File: src/video_pkg.sv
// video package with typedefs, mode and register codes, timing constants and bus structs
package video_pkg;

	typedef logic [7:0]  vpage_t;	// video page base, upper dram bits
	typedef logic [7:0]  vconf_t;	// rres[7:6] nogfx[5] notsu[4] vmod[1:0]
	typedef logic [8:0]  coord_t;	// raster coordinate or window limit
	typedef logic [20:0] vaddr_t;	// dram word address
	typedef logic [4:0]  vbw_t;	// {total cycles, needed cycles one-hot}

	// video modes, also used as render mode codes
	localparam logic [1:0] M_ZX = 2'd0;	// zx spectrum screen
	localparam logic [1:0] M_HC = 2'd1;	// 16 colour
	localparam logic [1:0] M_XC = 2'd2;	// 256 colour
	localparam logic [1:0] M_TX = 2'd3;	// text

	localparam logic [7:0] RA_VPAGE = 8'h00;
	localparam logic [7:0] RA_VCONF = 8'h01;
	localparam logic [7:0] RA_VCTL  = 8'h02;	// bit 0 selects 60 hz

	localparam coord_t H_TOTAL    = 9'd448;	// clocks per line
	localparam coord_t V_TOTAL_50 = 9'd320;	// lines per frame
	localparam coord_t V_TOTAL_60 = 9'd264;

	// dram bandwidth, total cycles in the slot
	localparam logic [1:0] BW_2 = 2'b00;
	localparam logic [1:0] BW_4 = 2'b01;
	localparam logic [1:0] BW_8 = 2'b11;
	// cycles actually used
	localparam logic [2:0] BU_1 = 3'b001;
	localparam logic [2:0] BU_4 = 3'b100;

	typedef struct packed {
		logic       wr;	// write strobe, no ack
		logic [7:0] addr;
		logic [7:0] data;
	} reg_wr_t;

	typedef struct packed {
		vpage_t vpage;
		vconf_t vconf;
		logic   v60hz;
	} vcfg_t;

	typedef struct packed {
		coord_t     hpix_beg;
		coord_t     hpix_end;
		coord_t     vpix_beg;
		coord_t     vpix_end;
		logic [5:0] x_tiles;	// tiles per line for the tile engine
	} win_t;

	typedef struct packed {
		logic [7:0] cnt_col;	// fetch column
		coord_t     cnt_row;	// line inside the window
		logic [3:0] fetch_cnt;
		logic       cptr;	// gfx/attr toggle
	} rpos_t;

	typedef struct packed {
		logic [3:0] fetch_sel;
		logic [1:0] fetch_bsl;
		logic       fetch_stb;
		logic       pix_stb;
	} fetch_t;

endpackage

File: src/video_mode.sv
// video_mode module: window limits, fetch selectors and strobes, bandwidth and dram video address
`timescale 1ns/10ps

module video_mode (
	input  logic             clk,
	input  video_pkg::vcfg_t vcfg,
	input  video_pkg::rpos_t rpos,
	input  logic [8:0]       gx_offs,
	input  logic [15:0]      txt_char,	// char code pair fetched last
	input  logic             c3,
	input  logic             f1,
	input  logic             pix_start,
	input  logic             line_start,
	output video_pkg::win_t  win,
	output logic [4:0]       go_offs,
	output video_pkg::fetch_t fetch,
	output logic [1:0]       render_mode,
	output logic             tv_hires,
	output logic             vga_hires,
	output logic             nogfx,
	output logic             notsu,
	output logic [9:0]       x_offs_mode,
	output video_pkg::vaddr_t video_addr,
	output video_pkg::vbw_t  video_bw
);
	import video_pkg::*;

	logic [1:0]  vmod;
	logic [1:0]  rres;
	logic        ftch;	// fetch due by fetch_cnt
	logic [3:0]  txt_sel;
	logic [1:0]  txt_bsl;
	logic [11:0] addr_zx_gfx;
	logic [11:0] addr_zx_atr;
	logic [13:0] addr_tx;
	vaddr_t      addr_zx;
	vaddr_t      addr_16c;
	vaddr_t      addr_256c;
	vaddr_t      addr_text;

	assign vmod  = vcfg.vconf[1:0];
	assign rres  = vcfg.vconf[7:6];
	assign notsu = vcfg.vconf[4];
	assign nogfx = vcfg.vconf[5];

	assign render_mode = vmod;	// renderer codes match mode codes
	assign tv_hires    = (vmod == M_TX);	// only text runs at double pixel rate

	// vga side sees the rate change at line boundary only
	always_ff @(posedge clk)
		if (line_start)
			vga_hires <= tv_hires;

	// x scroll, 256c has one byte per pixel
	assign x_offs_mode = {(vmod == M_XC) ? {gx_offs[8:1], 1'b0} : {1'b0, gx_offs[8:1]},
		gx_offs[0]};

	// resolution table, 50 and 60 hz vertical variants
	always_comb begin
		case (rres)
			2'd0: begin	// 256x192
				win.hpix_beg = 9'd140;
				win.hpix_end = 9'd396;
				win.vpix_beg = vcfg.v60hz ? 9'd46 : 9'd80;
				win.vpix_end = vcfg.v60hz ? 9'd238 : 9'd272;
				win.x_tiles  = 6'd34;
			end
			2'd1: begin	// 320x200
				win.hpix_beg = 9'd108;
				win.hpix_end = 9'd428;
				win.vpix_beg = vcfg.v60hz ? 9'd42 : 9'd76;
				win.vpix_end = vcfg.v60hz ? 9'd242 : 9'd276;
				win.x_tiles  = 6'd42;
			end
			2'd2: begin	// 320x240
				win.hpix_beg = 9'd108;
				win.hpix_end = 9'd428;
				win.vpix_beg = vcfg.v60hz ? 9'd22 : 9'd56;
				win.vpix_end = vcfg.v60hz ? 9'd262 : 9'd296;
				win.x_tiles  = 6'd42;
			end
			default: begin	// 360x288, no border
				win.hpix_beg = 9'd88;
				win.hpix_end = 9'd448;
				win.vpix_beg = vcfg.v60hz ? 9'd22 : 9'd32;
				win.vpix_end = vcfg.v60hz ? 9'd262 : 9'd320;
				win.x_tiles  = 6'd47;
			end
		endcase
	end

	// text fetch cycle on col[1:0]
	always_comb begin
		case (rpos.cnt_col[1:0])
			2'd1: begin
				txt_sel = 4'b0011;	// char codes
				txt_bsl = 2'b10;
			end
			2'd2: begin
				txt_sel = 4'b1100;	// attributes
				txt_bsl = 2'b10;
			end
			2'd3: begin
				txt_sel = 4'b0001;	// glyph 0
				txt_bsl = {2{rpos.cnt_row[0]}};	// byte lane by odd line
			end
			default: begin
				txt_sel = 4'b0010;	// glyph 1
				txt_bsl = {2{rpos.cnt_row[0]}};
			end
		endcase
	end

	// dram layouts
	assign addr_zx_gfx = {rpos.cnt_row[7:6], rpos.cnt_row[2:0], rpos.cnt_row[5:3],
		rpos.cnt_col[4:1]};	// zx third/line/row interleave
	assign addr_zx_atr = {3'b110, rpos.cnt_row[7:3], rpos.cnt_col[4:1]};	// attrs at 0x1800
	assign addr_zx     = {vcfg.vpage, 1'b0, rpos.cnt_col[0] ? addr_zx_atr : addr_zx_gfx};
	assign addr_16c    = {vcfg.vpage[7:3], rpos.cnt_row, rpos.cnt_col[6:0]};
	assign addr_256c   = {vcfg.vpage[7:4], rpos.cnt_row, rpos.cnt_col};
	always_comb begin
		case (rpos.cnt_col[1:0])
			2'd0: addr_tx = {vcfg.vpage[0], rpos.cnt_row[8:3], 1'b0, rpos.cnt_col[7:2]};
			2'd1: addr_tx = {vcfg.vpage[0], rpos.cnt_row[8:3], 1'b1, rpos.cnt_col[7:2]};
			2'd2: addr_tx = {~vcfg.vpage[0], 3'b000, txt_char[7:0], rpos.cnt_row[2:1]};
			default: addr_tx = {~vcfg.vpage[0], 3'b000, txt_char[15:8], rpos.cnt_row[2:1]};
		endcase
	end
	assign addr_text = {vcfg.vpage[7:1], addr_tx};	// font in the odd/even sibling page

	// per-mode offset, bandwidth, selectors, address
	always_comb begin
		fetch.fetch_bsl = 2'b10;
		case (vmod)
			M_ZX: begin
				go_offs         = 5'd18;
				video_bw        = {BW_8, BU_1};	// 1 of 8
				fetch.fetch_sel = {~rpos.cptr, ~rpos.cptr, rpos.cptr, rpos.cptr};
				ftch            = &rpos.fetch_cnt;
				video_addr      = addr_zx;
			end
			M_HC: begin
				go_offs         = 5'd6;
				video_bw        = {BW_4, BU_1};	// 1 of 4
				fetch.fetch_sel = {~rpos.cptr, ~rpos.cptr, 2'b11};
				ftch            = &rpos.fetch_cnt[1:0];
				video_addr      = addr_16c;
			end
			M_XC: begin
				go_offs         = 5'd4;
				video_bw        = {BW_2, BU_1};	// 1 of 2
				fetch.fetch_sel = {~rpos.cptr, ~rpos.cptr, 2'b11};
				ftch            = rpos.fetch_cnt[0];
				video_addr      = addr_256c;
			end
			default: begin	// text
				go_offs         = 5'd10;
				video_bw        = {BW_8, BU_4};	// 4 of 8
				fetch.fetch_sel = txt_sel;
				fetch.fetch_bsl = txt_bsl;
				ftch            = &rpos.fetch_cnt;
				video_addr      = addr_text;
			end
		endcase
		fetch.fetch_stb = (pix_start | ftch) & c3;	// first fetch right at pix_start
		fetch.pix_stb   = tv_hires ? f1 : c3;
	end

endmodule

File: src/video_raster.sv
// video_raster module: line and frame counters, phase divider, fetch and column/row counters
`timescale 1ns/10ps

module video_raster (
	input  logic             clk,
	input  logic             rst_n,
	input  video_pkg::vcfg_t vcfg,
	input  video_pkg::win_t  win,
	input  logic [4:0]       go_offs,
	input  logic             fetch_stb,
	output logic             line_start,
	output logic             frame_start,
	output logic             pix_start,
	output logic             c3,
	output logic             f1,
	output video_pkg::rpos_t rpos
);
	import video_pkg::*;

	coord_t     hcnt;	// 0 .. H_TOTAL-1
	coord_t     vcnt;	// line in frame
	coord_t     v_last;
	coord_t     pix_hpos;	// where fetching begins
	logic [1:0] phase;
	logic       vwin;
	logic       fetch_act;
	logic [7:0] cnt_col;
	logic [3:0] fetch_cnt;
	logic       cptr;
	coord_t     cnt_row;

	assign v_last = vcfg.v60hz ? V_TOTAL_60 - 9'd1 : V_TOTAL_50 - 9'd1;

	// counters park on the last position in reset
	// so the first clock after release starts line 0
	always_ff @(posedge clk or negedge rst_n) begin
		if (!rst_n) begin
			hcnt  <= H_TOTAL - 9'd1;
			vcnt  <= V_TOTAL_50 - 9'd1;
			phase <= 2'd3;
		end else begin
			phase <= phase + 2'd1;	// stays aligned with hcnt, 448 is a multiple of 4
			if (hcnt == H_TOTAL - 9'd1) begin
				hcnt <= '0;
				vcnt <= (vcnt >= v_last) ? '0 : vcnt + 9'd1;	// >= covers rate switch
			end else begin
				hcnt <= hcnt + 9'd1;
			end
		end
	end

	assign c3 = (phase == 2'd0);	// every 4th clock
	assign f1 = ~phase[0];	// every 2nd clock
	assign line_start  = (hcnt == '0);
	assign frame_start = line_start & (vcnt == '0);

	assign vwin     = (vcnt >= win.vpix_beg) && (vcnt < win.vpix_end);
	// fetch runs ahead of the pixels by go_offs fetch slots
	assign pix_hpos  = win.hpix_beg - {2'b00, go_offs, 2'b00};
	assign pix_start = vwin & (hcnt == pix_hpos);
	assign cnt_row   = vwin ? vcnt - win.vpix_beg : '0;

	always_ff @(posedge clk or negedge rst_n) begin
		if (!rst_n) begin
			fetch_act <= 1'b0;
			fetch_cnt <= '0;
			cnt_col   <= '0;
			cptr      <= 1'b0;
		end else begin
			if (pix_start)
				fetch_act <= 1'b1;
			else if (line_start)
				fetch_act <= 1'b0;	// idle until next window line
			if (pix_start)
				fetch_cnt <= '0;
			else if (c3 && fetch_act)
				fetch_cnt <= fetch_cnt + 4'd1;
			if (pix_start)
				cnt_col <= '0;
			else if (fetch_stb)
				cnt_col <= cnt_col + 8'd1;
			if (fetch_stb)
				cptr <= ~cptr;	// gfx/attr alternation
		end
	end

	always_comb begin
		rpos.cnt_col   = cnt_col;
		rpos.cnt_row   = cnt_row;
		rpos.fetch_cnt = fetch_cnt;
		rpos.cptr      = cptr;
	end

endmodule

File: src/video_regs.sv
// video_regs module: cpu staging registers and frame-start shadow of the video configuration
`timescale 1ns/10ps

module video_regs (
	input  logic              clk,
	input  logic              rst_n,
	input  video_pkg::reg_wr_t cpu_wr,
	input  logic              frame_start,
	output video_pkg::vcfg_t  vcfg
);
	import video_pkg::*;

	vpage_t stg_vpage;	// staged, not yet visible
	vconf_t stg_vconf;
	logic   stg_v60hz;

	// cpu side, plain strobe
	always_ff @(posedge clk or negedge rst_n) begin
		if (!rst_n) begin
			stg_vpage <= '0;
			stg_vconf <= '0;	// zx mode, rres 0
			stg_v60hz <= 1'b0;	// 50 hz
		end else if (cpu_wr.wr) begin
			case (cpu_wr.addr)
				RA_VPAGE: stg_vpage <= cpu_wr.data;
				RA_VCONF: stg_vconf <= cpu_wr.data;
				RA_VCTL:  stg_v60hz <= cpu_wr.data[0];
				default: ;	// unknown address, dropped
			endcase
		end
	end

	// whole mode switches at once on the frame boundary
	// so the picture never tears mid-frame
	always_ff @(posedge clk or negedge rst_n) begin
		if (!rst_n) begin
			vcfg <= '0;
		end else if (frame_start) begin
			vcfg.vpage <= stg_vpage;
			vcfg.vconf <= stg_vconf;
			vcfg.v60hz <= stg_v60hz;
		end
	end

endmodule

File: src/video_top.sv
// video_top module: registers, raster generator and mode decoder wired together
`timescale 1ns/10ps

module video_top (
	input  logic               clk,
	input  logic               rst_n,
	input  video_pkg::reg_wr_t cpu_wr,
	input  logic [8:0]         gx_offs,
	input  logic [15:0]        txt_char,
	output logic               frame_start,
	output logic               line_start,
	output video_pkg::rpos_t   rpos,
	output video_pkg::win_t    win,
	output video_pkg::fetch_t  fetch,
	output logic [1:0]         render_mode,
	output logic               tv_hires,
	output logic               vga_hires,
	output logic               nogfx,
	output logic               notsu,
	output logic [9:0]         x_offs_mode,
	output video_pkg::vaddr_t  video_addr,
	output video_pkg::vbw_t    video_bw,
	output logic [4:0]         go_offs
);
	import video_pkg::*;

	vcfg_t vcfg;	// active config, frame aligned
	logic  pix_start;
	logic  c3;
	logic  f1;

	video_regs u_regs (
		.clk, .rst_n, .cpu_wr, .frame_start, .vcfg
	);

	video_raster u_raster (
		.clk, .rst_n, .vcfg, .win, .go_offs,
		.fetch_stb(fetch.fetch_stb),	// decoder paces the column counter
		.line_start, .frame_start, .pix_start, .c3, .f1, .rpos
	);

	video_mode u_mode (
		.clk, .vcfg, .rpos, .gx_offs, .txt_char, .c3, .f1, .pix_start, .line_start,
		.win, .go_offs, .fetch, .render_mode, .tv_hires, .vga_hires, .nogfx, .notsu,
		.x_offs_mode, .video_addr, .video_bw
	);

endmodule
File: config.mk
export PLATFORM = sky130hd
export DESIGN_NAME = video_top
export DESIGN_NICKNAME = d
export VERILOG_FILES = /design/src/video_pkg.sv /design/src/video_mode.sv /design/src/video_raster.sv /design/src/video_regs.sv /design/src/video_top.sv
export SDC_FILE = /design/constraint.sdc
export NUM_CORES = 1
export LEC_CHECK = 0
export BUFFER_PORTS_ARGS = -buffer_cell sky130_fd_sc_hd__buf_2
export CORE_AREA = 2 2 113 93
export CTS_BUF_LIST = sky130_fd_sc_hd__clkbuf_8
export DETAILED_ROUTE_END_ITERATION = 16
export DIE_AREA = 0 0 115 95
export GPL_TIMING_DRIVEN = 0
export PLACE_DENSITY_LB_ADDON = 0.05
export SYNTH_ARGS = -nofsm -noshare
export SYNTH_HDL_FRONTEND = slang
export SYNTH_SLANG_ARGS = --single-unit
File: constraint.sdc
create_clock -name clk -period 4.8 [get_ports clk]
set_input_delay 0.72 -clock clk [delete_from_list [all_inputs] [get_ports clk]]
set_output_delay 0.72 -clock clk [all_outputs]
set_load 0.02 [all_outputs]
Word level (Yosys, flattened, before mapping). Cells that the tools add are included.

Register bits: 69. Word-level logic and storage cells: 94.

Multiplexer cells: 31. Magnitude comparators: 3. Bitwise logic cells: 7. Add/sub/neg operators: 7. Reduce and logical (&&, ||, !) cells: 20. Equal/unequal tests: 12.

Operators by type and width (number): $pmux W41 S3 (1); $mux W9 (6); $pmux W17 S3 (1); $pmux W14 S3 (1); $pmux W5 S3 (2); $mux W6 (4); $mux W7 (3); $add A9 B1 Y9 const B (2); $ge A9 B9 Y1 (2); $logic_not A9 Y1 (2); $mux W8 (2); $mux W12 (1); $pmux W4 S3 (1); $eq A2 B2 Y1 const B (5); $eq A9 B9 Y1 (1); $eq A9 B9 Y1 const B (1); $lt A9 B9 Y1 (1); $sub A9 B7 Y9 (1); $sub A9 B9 Y9 (1); $add A8 B1 Y8 const B (1); $eq A8 B1 Y1 const B (1); $eq A8 B2 Y1 const B (1); $logic_not A2 Y1 (4); $logic_not A8 Y1 (1); other kinds (17) (34).

Logic depth before layout (Yosys ltp). Gate-level depths: netlist of run 1.

Word-level depth: 9. Depth in mapped cells: 15. Mapped depth without buffers: 14.

Hierarchy. Synthesis of run 1 repeated with hierarchy kept, for this count alone.

Cells, all modules: 591. Area, all modules: 5571.6 µm².

By module, submodules not included: video_raster (area an instance 2758.9 µm², times used 1, cells each 312); video_mode (area an instance 1495.2 µm², times used 1, cells each 201); video_regs (area an instance 1317.5 µm², times used 1, cells each 78).

Worst setup path after synthesis of run 1. No wires, ideal clock.

Path type: reg-to-output. Start point: register u_regs.vcfg[7] (netlist name). End point: output video_addr[0]. Required time: 4.080 ns. Slack: 0.403 ns. Arrival: 3.677 ns. Cell stages (with the launch flop): 13. Path through: dfrtp_1 > ha_1 > buf_2 > inv_1 > o21ai_0 > inv_1 > ha_1 > and3_1 > a221oi_1 > nand2_1 > or2_2 > buf_2 > o31ai_1.

RTL lines: end: declaration (line video_top.sv:21) `output video_pkg::vaddr_t video_addr,`.

Worst setup path in the final report of run 1.
Start point: register u_regs.vcfg[7] (netlist name). End point: output video_addr[7].

Word-level cells in the longest chain between the ends: 7. Elaborated cells on any way between the ends: 12. Those cells by class: add/sub (1); order compare (2); eq/ne (2); mux (5); reduce/logical (2).

RTL lines: $eq A2 B2 Y1 (tied with other cells) (line video_mode.sv:60) `case (rres)`; $pmux W41 S3 * (line video_mode.sv:60); $ge A9 B9 Y1 / $lt A9 B9 Y1 (equally long branches) (line video_raster.sv:57) `assign vwin = (vcnt >= win.vpix_beg) && (vcnt < win.vpix_end);`; $logic_and A1 B1 Y1 (line video_raster.sv:57); $mux W9 * (line video_raster.sv:61) `assign cnt_row = vwin ? vcnt - win.vpix_beg : '0;`; $pmux W14 S3 / $mux W12 (equally long branches) (line video_mode.sv:122, video_mode.sv:118); $pmux W17 S3 * (line video_mode.sv:134) `case (vmod)`.

Every way passes the cells marked *; elsewhere a longest branch is shown, timed or not.

==> impl_metrics.toml, run 1 <==
[status]
outcome = "complete, no violations"

[power]
seqPwrFrac_pct = 52.7
switching_power_mw = 0.272
pwr-share-clk_pct = 40.0
p_comb_share_pct = 7.3
p_int_mw = 0.787
switching_share_pct = 25.7
ir_drop_v = 0.000186
p_leak_nw = 3.35
powerDensity_nw_per_um2 = 169

[floorplanning]
die_area_sq_um = 10900
start_util_pct = 51.5
fp.dieW_microns = 115
rows = 33
num_io_pins = 165
coreArea_sq_um = 9910
die_y_microns = 95

[critical_path]
crit_start = "u_regs.vcfg[7]"
r2r_setup_slack_ps = 1340
crit_slowest_cell = "dfrtp_1"
endpoint_kind = "output port"
crit_type = "flip-flop to output port"
crit_chain = "ha_1, buf_2, o31ai_1, and2_1, inv_1, fa_2, nand2b_1, a21oi_2, a211oi_1, or2_2, or3_1, a31oi_1, buf_2"
worst-path-max-fanout = 8
critPathRequiredTime_ps = 4080
arrival_ps = 3770
worstSetupStartpointType = "flip-flop"
max_stage_delay_ps = 460
timing.rr.start = "u_regs.vcfg[2]"
cp.buffers_inverters = 3
worstReg2RegEnd = "u_raster.cnt_col[3]"
crit_top_cell = "buf_2"
reg2reg_depth = 10
critical_path.top_delay_family = "simple AND/OR/NAND/NOR gates"

[logic_synthesis]
synth_cell_types = 63
synth_edf_count = 1
synth-compound-area-share_pct = 15.3
synth_xor_area_share_pct = 4.63
synthAdderAreaFrac_pct = 11.1
synth_cells = 589
synthFlopType = "dfrtp_1"
ys_seq_area_share_pct = 32.4
synth.mux.area_fraction_pct = 5.27
yosysWarnings = 0
synth.avg_cell_area_sq_um = 8.67
yosys.area_share.simple_pct = 18.9
synth_top_family_by_area = "simple AND/OR/NAND/NOR gates"
async_flop_share_pct = 98.5
synth-seq-cells = 65
syn_area_sq_um = 5110

[layout]
final_common_cell = "buf_2"
area_growth_pct = 22.6
fillers = 887
finish.utilization_pct = 63.2
seqCellArea_sq_um = 1650
diodes = 0
multi_input_area_sq_um = 2920
layout.nets = 849
layout-drive-gt1-share_pct = 36.6
final_cell_mix = "buf_2, nand2_1, buf_4, nor2_1, dfrtp_1"

[clocking]
cts_sinks = 65
cts_made_buffers = 9
clkSlewWorstSetupHoldPaths_ps = 70
cts_root_buf = "clkbuf_8"
clockBufferDepth = 2
ctsHtreeMaxLevel = 3
clk_latency_ps = 360
postCtsHoldBufs = 0
cts_tree = "built"

[placement]
portBuffers = 145
place_congestion = 0.896
dp_hpwl_mm = 10.8
pre_cts_slack_ps = 334

[sta]
setup-tns-final_ps = 0
slew-limit-headroom_pct = 45.0
hold_viol_final = 0
drv_slew = 0
rsz0062_at_grt = "no"
skew_ps = 9.74
max_freq_mhz = 223
finalCritPeriodShare_pct = 93.5
tightestPinTransition_ps = 824
fin_ws_ps = 313
min_period_ps = 4490
finalSetupViolCount = 0

[route]
drt_pass1_iterations = 5
viasPerCell = 5.41
initialDrtViolationCount = 360
routedWlPerCell_microns = 15.8
vias = 4800
postRouteAntennaNets = 0
drt_wl_total_mm = 14.0
drc_errors = 0

[job]
maxCapViolCount = 0

[min_path]
hold_path_class = "input port to async pin"

[global_route]
antenna_found_initial = 0
first_global_vias = 4425
grt_max_degree = 65
grt_pass1_wl_mm = 22.1
grt_use_total_pct = 25.8
grt_overflow = 0
[synthesized netlist by cell type (9+ instances only)]
master    number  area, sq um
xor2_1        16          140
o21ai_0       25          125
a31oi_1        9         56.3
xnor2_1       11         96.3
inv_1         36          135
a21oi_1       26          130
dfstp_2       17          447
nand2_1       65          244
mux2_2        23          259
a22oi_1       10         75.1
dfrtp_1       47         1180
ha_1          42          526
nor2_1        50          188
buf_4         48          360
clkbuf_1      14         52.6
buf_2         10         50.1
nand3_1       14         70.1
[power groups by stage]
stage               Clock [mW]  Combinational (mW)  Sequential, mW
floorplan                    0              0.0421           0.568
global placement             0              0.0764           0.568
detailed placement           0              0.0777           0.568
CTS                      0.440              0.0778           0.558
global route             0.453              0.0854           0.559
finish                   0.423              0.0773           0.558
[through the flow]
stage / area, sq um / power, mW / hold slack, ps / cells
3_3_place_gp: 6040 / 0.645 / 447 / 872
5_1_grt: 6260 / 1.10 / 504 / 887
4_1_cts: 6210 / 1.08 / 471 / 886
2_1_floorplan: 5170 / 0.610 / 424 / 605
3_5_place_dp: 6050 / 0.646 / 454 / 872
6_report: 6260 / 1.06 / 440 / 887
[logic make-up after synthesis]
| logic type | Yosys count |
|---|---|
| AOI/OAI and AO/OA | 119 |
| adders and majority gates | 44 |
| DFF | 65 |
| buffers and inverters | 112 |
| muxes | 24 |
| and+or+nand+nor | 196 |
| xor gates and xnor gates | 27 |
| other | 2 |
[worst max path at each step]
stage	endpoint	slack, ps	cells after the start
floorplan	video_addr[0]	400	12
global placement	fetch[1]	310	12
detailed placement	fetch[1]	330	12
CTS	fetch[1]	120	11
global route	video_addr[7]	60	13
finish	video_addr[7]	310	13
[timing repair]
action	CTS	global route
gates resized for setup	0	13
setup endpoints to repair	1	19
setup buffers	0	1
[worst register-to-register path: stages, from the launching register on]
cell      delay, ps
dfrtp_1         460
ha_1            300
clkbuf_1        370
inv_1           420
fa_1            590
xor2_1          170
nor2_1           80
o211ai_1        180
nor3_2          350
buf_2           320
nor2_1           80
[registers in the layout (all words and copies together), names as in the netlist]
| register | count |
|---|---|
| u_regs.vcfg | 15 |
| u_raster.hcnt | 9 |
| u_raster.vcnt | 9 |
| u_raster.cnt_col | 8 |
| u_regs.stg_vpage | 8 |
| u_regs.stg_vconf | 6 |
| u_raster.fetch_cnt | 4 |
| u_raster.phase | 2 |
| u_mode.vga_hires | 1 |
| u_raster.cptr | 1 |
| u_raster.fetch_act | 1 |
| u_regs.stg_v60hz | 1 |
[cell type report]
type                    count  share of cell area [%]
multi-input cells         428                    46.6
plain buffers              74                    7.85
repair buffers            146                    11.8
inverters                  37                    2.22
well taps                 122                    2.44
clock buffers              10                    2.20
flip-flops and latches     65                    26.4
clock inverters             5                   0.520
[layer usage]
| metal | share of wire [%] | global-route usage, % | wire (microns) | vias to the layer above |
|---|---|---|---|---|
| li1 | - | - | - | 2332 |
| met1 | 44 | 35.1 | 6150 | 2279 |
| met2 | 48 | 42.7 | 6670 | 171 |
| met3 | 7.1 | 5.52 | 990 | 18 |
| met4 | 1.3 | 5.62 | 177 | 0 |
| met5 | 0 | 0 | 0 | - |
Power figures use the tool's default switching activity.
==> run 2, diff against run 1 <==
Clock period 4.8 ns to 4.9 ns, I/O delays scaled along.
==> impl_metrics.toml, run 2 (synthesis results as in run 1) <==
[placement]
place_congestion = 0.896
dp_hpwl_mm = 10.8
placed_area_sq_um = 6050
placed_cells = 872
portBuffers = 145

[route]
postRouteAntennaNets = 0
drt_wl_total_mm = 14.0
routedWlPerCell_microns = 15.8
initialDrtViolationCount = 345
drt_pass1_iterations = 5
vias = 4776
viasPerCell = 5.39
drc_errors = 0

[clocking]
cts_root_buf = "clkbuf_8"
cts_resized = 0
clk_latency_ps = 360
cts_sinks = 65
cts_made_buffers = 9
cts_tree = "built"
cts_setup_buffers = 0
postCtsHoldBufs = 0
ctsHtreeMaxLevel = 3
clockBufferDepth = 2
clkSlewWorstSetupHoldPaths_ps = 70

[layout]
diodes = 0
layout-drive-gt1-share_pct = 36.1
stdcell_area_sq_um = 6240
regMostFlops = "u_regs.vcfg"
final_cell_mix = "buf_2, nand2_1, nor2_1, buf_4, dfrtp_1"
area_growth_pct = 22.2
layout.nets = 848
finish.utilization_pct = 62.9
largest_reg_flops = 15
final_common_cell = "buf_2"
final_cell_count_no_fill = 886
top_regs = "u_regs.vcfg: 15 flops, u_raster.hcnt: 9 flops, u_raster.vcnt: 9 flops"

[critical_path]
crit_top_cell = "buf_2"
crit_chain = "ha_1, buf_2, o31ai_1, and2_1, inv_1, fa_1, nand2b_1, a21oi_1, a211oi_1, or2_2, or3_1, a31oi_1, buf_2"
arrival_ps = 3900
r2r_setup_slack_ps = 1430
crit_slowest_cell = "fa_1"
reg2reg_depth = 10
crit_type = "flip-flop to output port"
worstReg2RegEnd = "u_raster.cnt_col[6]"
max_stage_delay_ps = 500
timing.rr.start = "u_regs.vcfg[2]"
endpoint_kind = "output port"
critPathRequiredTime_ps = 4160
worst-path-max-fanout = 8
worstSetupStartpointType = "flip-flop"

[sta]
slew-limit-headroom_pct = 44.8
min_period_ps = 4640
max_freq_mhz = 216
tightestPinTransition_ps = 828
skew_ps = 10.3
setup-tns-final_ps = 0
finalSetupViolCount = 0
finalCritPeriodShare_pct = 94.7
rsz0062_at_grt = "yes"
hold_viol_final = 0
drv_slew = 0

[min_path]
hold_path_class = "input port to async pin"

[global_route]
grt_use_total_pct = 25.8
first_global_vias = 4425
grt_overflow = 0
grt_max_degree = 65
grt_pass1_wl_mm = 22.1
antenna_found_initial = 0

[floorplanning]
die_area_sq_um = 10900
coreArea_sq_um = 9910
die_y_microns = 95
fp.dieW_microns = 115
rows = 33
num_io_pins = 165
start_util_pct = 51.5

[power]
powerDensity_nw_per_um2 = 166
ir_drop_v = 0.000182
p_leak_nw = 3.34

[job]
maxCapViolCount = 0

[status]
outcome = "complete, no violations"
==> run 2: layout make-up <==
| type | instances | area, sq um |
|---|---|---|
| plain buffers | 74 | 489 |
| inverters | 37 | 139 |
| multi-input cells | 428 | 2910 |
| fillers | 888 | 3670 |
| flip-flops and latches | 65 | 1650 |
| clock inverters | 5 | 32.5 |
| well taps | 122 | 153 |
| repair buffers | 145 | 728 |
| clock buffers | 10 | 138 |
==> run 2: worst max path at each step <==
stage	cells after the start	from	slack, ps	to
detailed placement	12	u_regs.vcfg[2]	420	fetch[1]
CTS	11	u_regs.vcfg[2]	210	fetch[1]
global route	14	u_regs.vcfg[7]	-2	fetch[2]
finish	13	u_regs.vcfg[7]	260	video_addr[7]
floorplan	12	u_regs.vcfg[7]	490	video_addr[0]
global placement	12	u_regs.vcfg[2]	390	fetch[1]
==> run 2: per-layer routing <==
| layer | track usage [%] | wire (microns) | share of wire (%) | vias to the layer above |
|---|---|---|---|---|
| met5 | 0 | 0 | 0 | - |
| met4 | 5.62 | 162 | 1.2 | 0 |
| met3 | 5.52 | 955 | 6.8 | 15 |
| met2 | 42.7 | 6640 | 48 | 175 |
| met1 | 35.1 | 6200 | 44 | 2262 |
| li1 | - | - | - | 2324 |
==> run 2: worst max-delay path: cells and delay by family, from the launching register on <==
kind | cells | cell delay, ps
and+or+nand+nor | 4 | 1070
adders and majority gates | 2 | 790
AOI/OAI and AO/OA | 4 | 730
buffers and inverters | 3 | 500
DFF | 1 | 460
==> run 2: where the power goes <==
part           switching [mW]  internal, mW  total, mW  leakage, nW
sequential            0.00305         0.544      0.547        0.838
combinational          0.0425        0.0332     0.0757         2.42
clock                   0.221         0.193      0.414       0.0860
total                   0.266         0.771       1.04         3.34
==> run 2: per-stage QoR <==
| stage | total power, mW | worst slack, ps | hold WS (ps) |
|---|---|---|---|
| after detailed placement | 0.633 | 419 | 454 |
| after global routing | 1.07 | -2.34 | 504 |
| after CTS | 1.05 | 208 | 471 |
| after global placement | 0.631 | 395 | 447 |
| final | 1.04 | 261 | 454 |
| after floorplan | 0.597 | 488 | 432 |
==> run 3, diff against run 2 <==
Settings changed: CORE_AREA 2 2 113 93 to 2 2 163 133, DIE_AREA 0 0 115 95 to 0 0 165 135.
==> impl_metrics.toml, run 3 (synthesis results as in run 1) <==
[global_route]
antenna_found_initial = 0
grt_pass1_wl_mm = 26.0
grt_overflow = 0
grt_use_total_pct = 15.4
first_global_vias = 4660
grt_max_degree = 65

[floorplanning]
num_io_pins = 165
start_util_pct = 24.9
die_y_microns = 135
rows = 47
die_area_sq_um = 22300
fp.dieW_microns = 165
coreArea_sq_um = 20500

[critical_path]
arrival_ps = 3950
endpoint_kind = "output port"
timing.rr.start = "u_regs.vcfg[2]"
r2r_setup_slack_ps = 1390
max_stage_delay_ps = 550
worstReg2RegEnd = "u_raster.cnt_col[6]"
crit_slowest_cell = "xnor2_1"
crit_chain = "ha_1, buf_2, o31ai_1, and2_1, inv_1, fa_1, nand2b_1, nand2_1, a21oi_1, xnor2_1, a32oi_1, a21oi_1, buf_2"
worstSetupStartpointType = "flip-flop"
critPathRequiredTime_ps = 4160
crit_type = "flip-flop to output port"
reg2reg_depth = 10
worst-path-max-fanout = 8

[sta]
tightestPinTransition_ps = 679
fin_ws_ps = 215
max_freq_mhz = 213
min_period_ps = 4690
setup-tns-final_ps = 0
drv_slew = 0
finalCritPeriodShare_pct = 95.6
rsz0062_at_grt = "no"
hold_viol_final = 0
slew-limit-headroom_pct = 54.5
finalSetupViolCount = 0
skew_ps = 12.7

[clocking]
cts_root_buf = "clkbuf_8"
cts_sinks = 65
clockBufferDepth = 2
clkSlewWorstSetupHoldPaths_ps = 90
cts_tree = "built"
postCtsHoldBufs = 0
ctsHtreeMaxLevel = 3
clk_latency_ps = 380
cts_made_buffers = 9

[placement]
dp_hpwl_mm = 13.4
pre_cts_slack_ps = 147
place_congestion = 0.768
placed_area_sq_um = 6260
portBuffers = 145

[route]
initialDrtViolationCount = 185
drc_errors = 0
vias = 4720
drt_pass1_iterations = 5
routedWlPerCell_microns = 16.4
viasPerCell = 4.55
drt_wl_total_mm = 17.1
postRouteAntennaNets = 0

[layout]
largest_reg_flops = 15
diodes = 0
area_growth_pct = 27.2
seqCellArea_sq_um = 1650
top_regs = "u_regs.vcfg: 15 flops, u_raster.hcnt: 9 flops, u_raster.vcnt: 9 flops"
fillers = 2241
stdcell_area_sq_um = 6500
final_cell_mix = "buf_2, nand2_1, buf_4, nor2_1, dfrtp_1"
layout.nets = 852
layout-drive-gt1-share_pct = 37.2
regMostFlops = "u_regs.vcfg"
multi_input_area_sq_um = 2920
final_common_cell = "buf_2"

[min_path]
hold_path_class = "input port to async pin"

[job]
maxCapViolCount = 0

[status]
outcome = "complete, no violations"

[power]
ir_drop_v = 0.0000997
p_leak_nw = 3.38
powerDensity_nw_per_um2 = 163
## run 3: power breakdown
group / total [mW] / internal [mW] / leakage, nW / switching, mW
Sequential: 0.547 / 0.544 / 0.838 / 0.00322
Clock: 0.432 / 0.183 / 0.0920 / 0.249
Combinational: 0.0796 / 0.0356 / 2.45 / 0.0441
## run 3: routing by layer
metal  up-vias  track usage, %  part of all wire [%]
met4         0            4.64                   1.6
met3        17            3.56                   5.2
met1      2257            20.7                    47
met2       119            24.6                    46
met5         -               0                     0
li1       2327               -                     -
## run 3: area by class of cell
| class | instances | area share, % |
|---|---|---|
| multi-input combinational | 428 | 45.0 |
| sequential | 65 | 25.4 |
| timing repair buffer | 149 | 12.0 |
| buffer | 74 | 7.55 |
| tap | 269 | 5.18 |
| inverter | 37 | 2.20 |
| clock buffer | 9 | 1.91 |
| clock inverter | 7 | 0.770 |
## run 3: per-stage QoR
stage / hold slack [ps] / power [mW] / utilization [%] / cells
2_1_floorplan: 432 / 0.597 / - / 605
3_5_place_dp: 458 / 0.638 / 30.5 / 1020
3_3_place_gp: 459 / 0.634 / 30.3 / 1019
5_1_grt: 358 / 1.11 / 31.7 / 1038
4_1_cts: 355 / 1.08 / 31.3 / 1035
6_report: 360 / 1.06 / 31.7 / 1038
## run 3: how the worst max path moves through the flow
stage	start	to	slack (ps)	cells past startpoint
global placement	u_regs.vcfg[2]	fetch[1]	110	12
floorplan	u_regs.vcfg[7]	video_addr[0]	490	12
detailed placement	u_regs.vcfg[2]	fetch[1]	150	12
CTS	u_regs.vcfg[7]	video_addr[16]	50	14
finish	u_regs.vcfg[8]	video_addr[6]	210	13
global route	u_regs.vcfg[7]	video_addr[7]	10	15
## run 3: worst max-delay path, delay by kind of cell (launching register included)
kind / cells / cell delay, ps
buf+inv: 3 / 510
fa+ha+maj: 2 / 780
simple gates: 3 / 520
flops: 1 / 460
compound gates: 4 / 770
xor+xnor: 1 / 550
## run 3: what timing repair did
action	in CTS	in global routing
endpoints found under the hold margin	0	0
pin swaps	0	0
gates resized for setup	1	13
buffers inserted	0	3
setup endpoints to repair	1	20
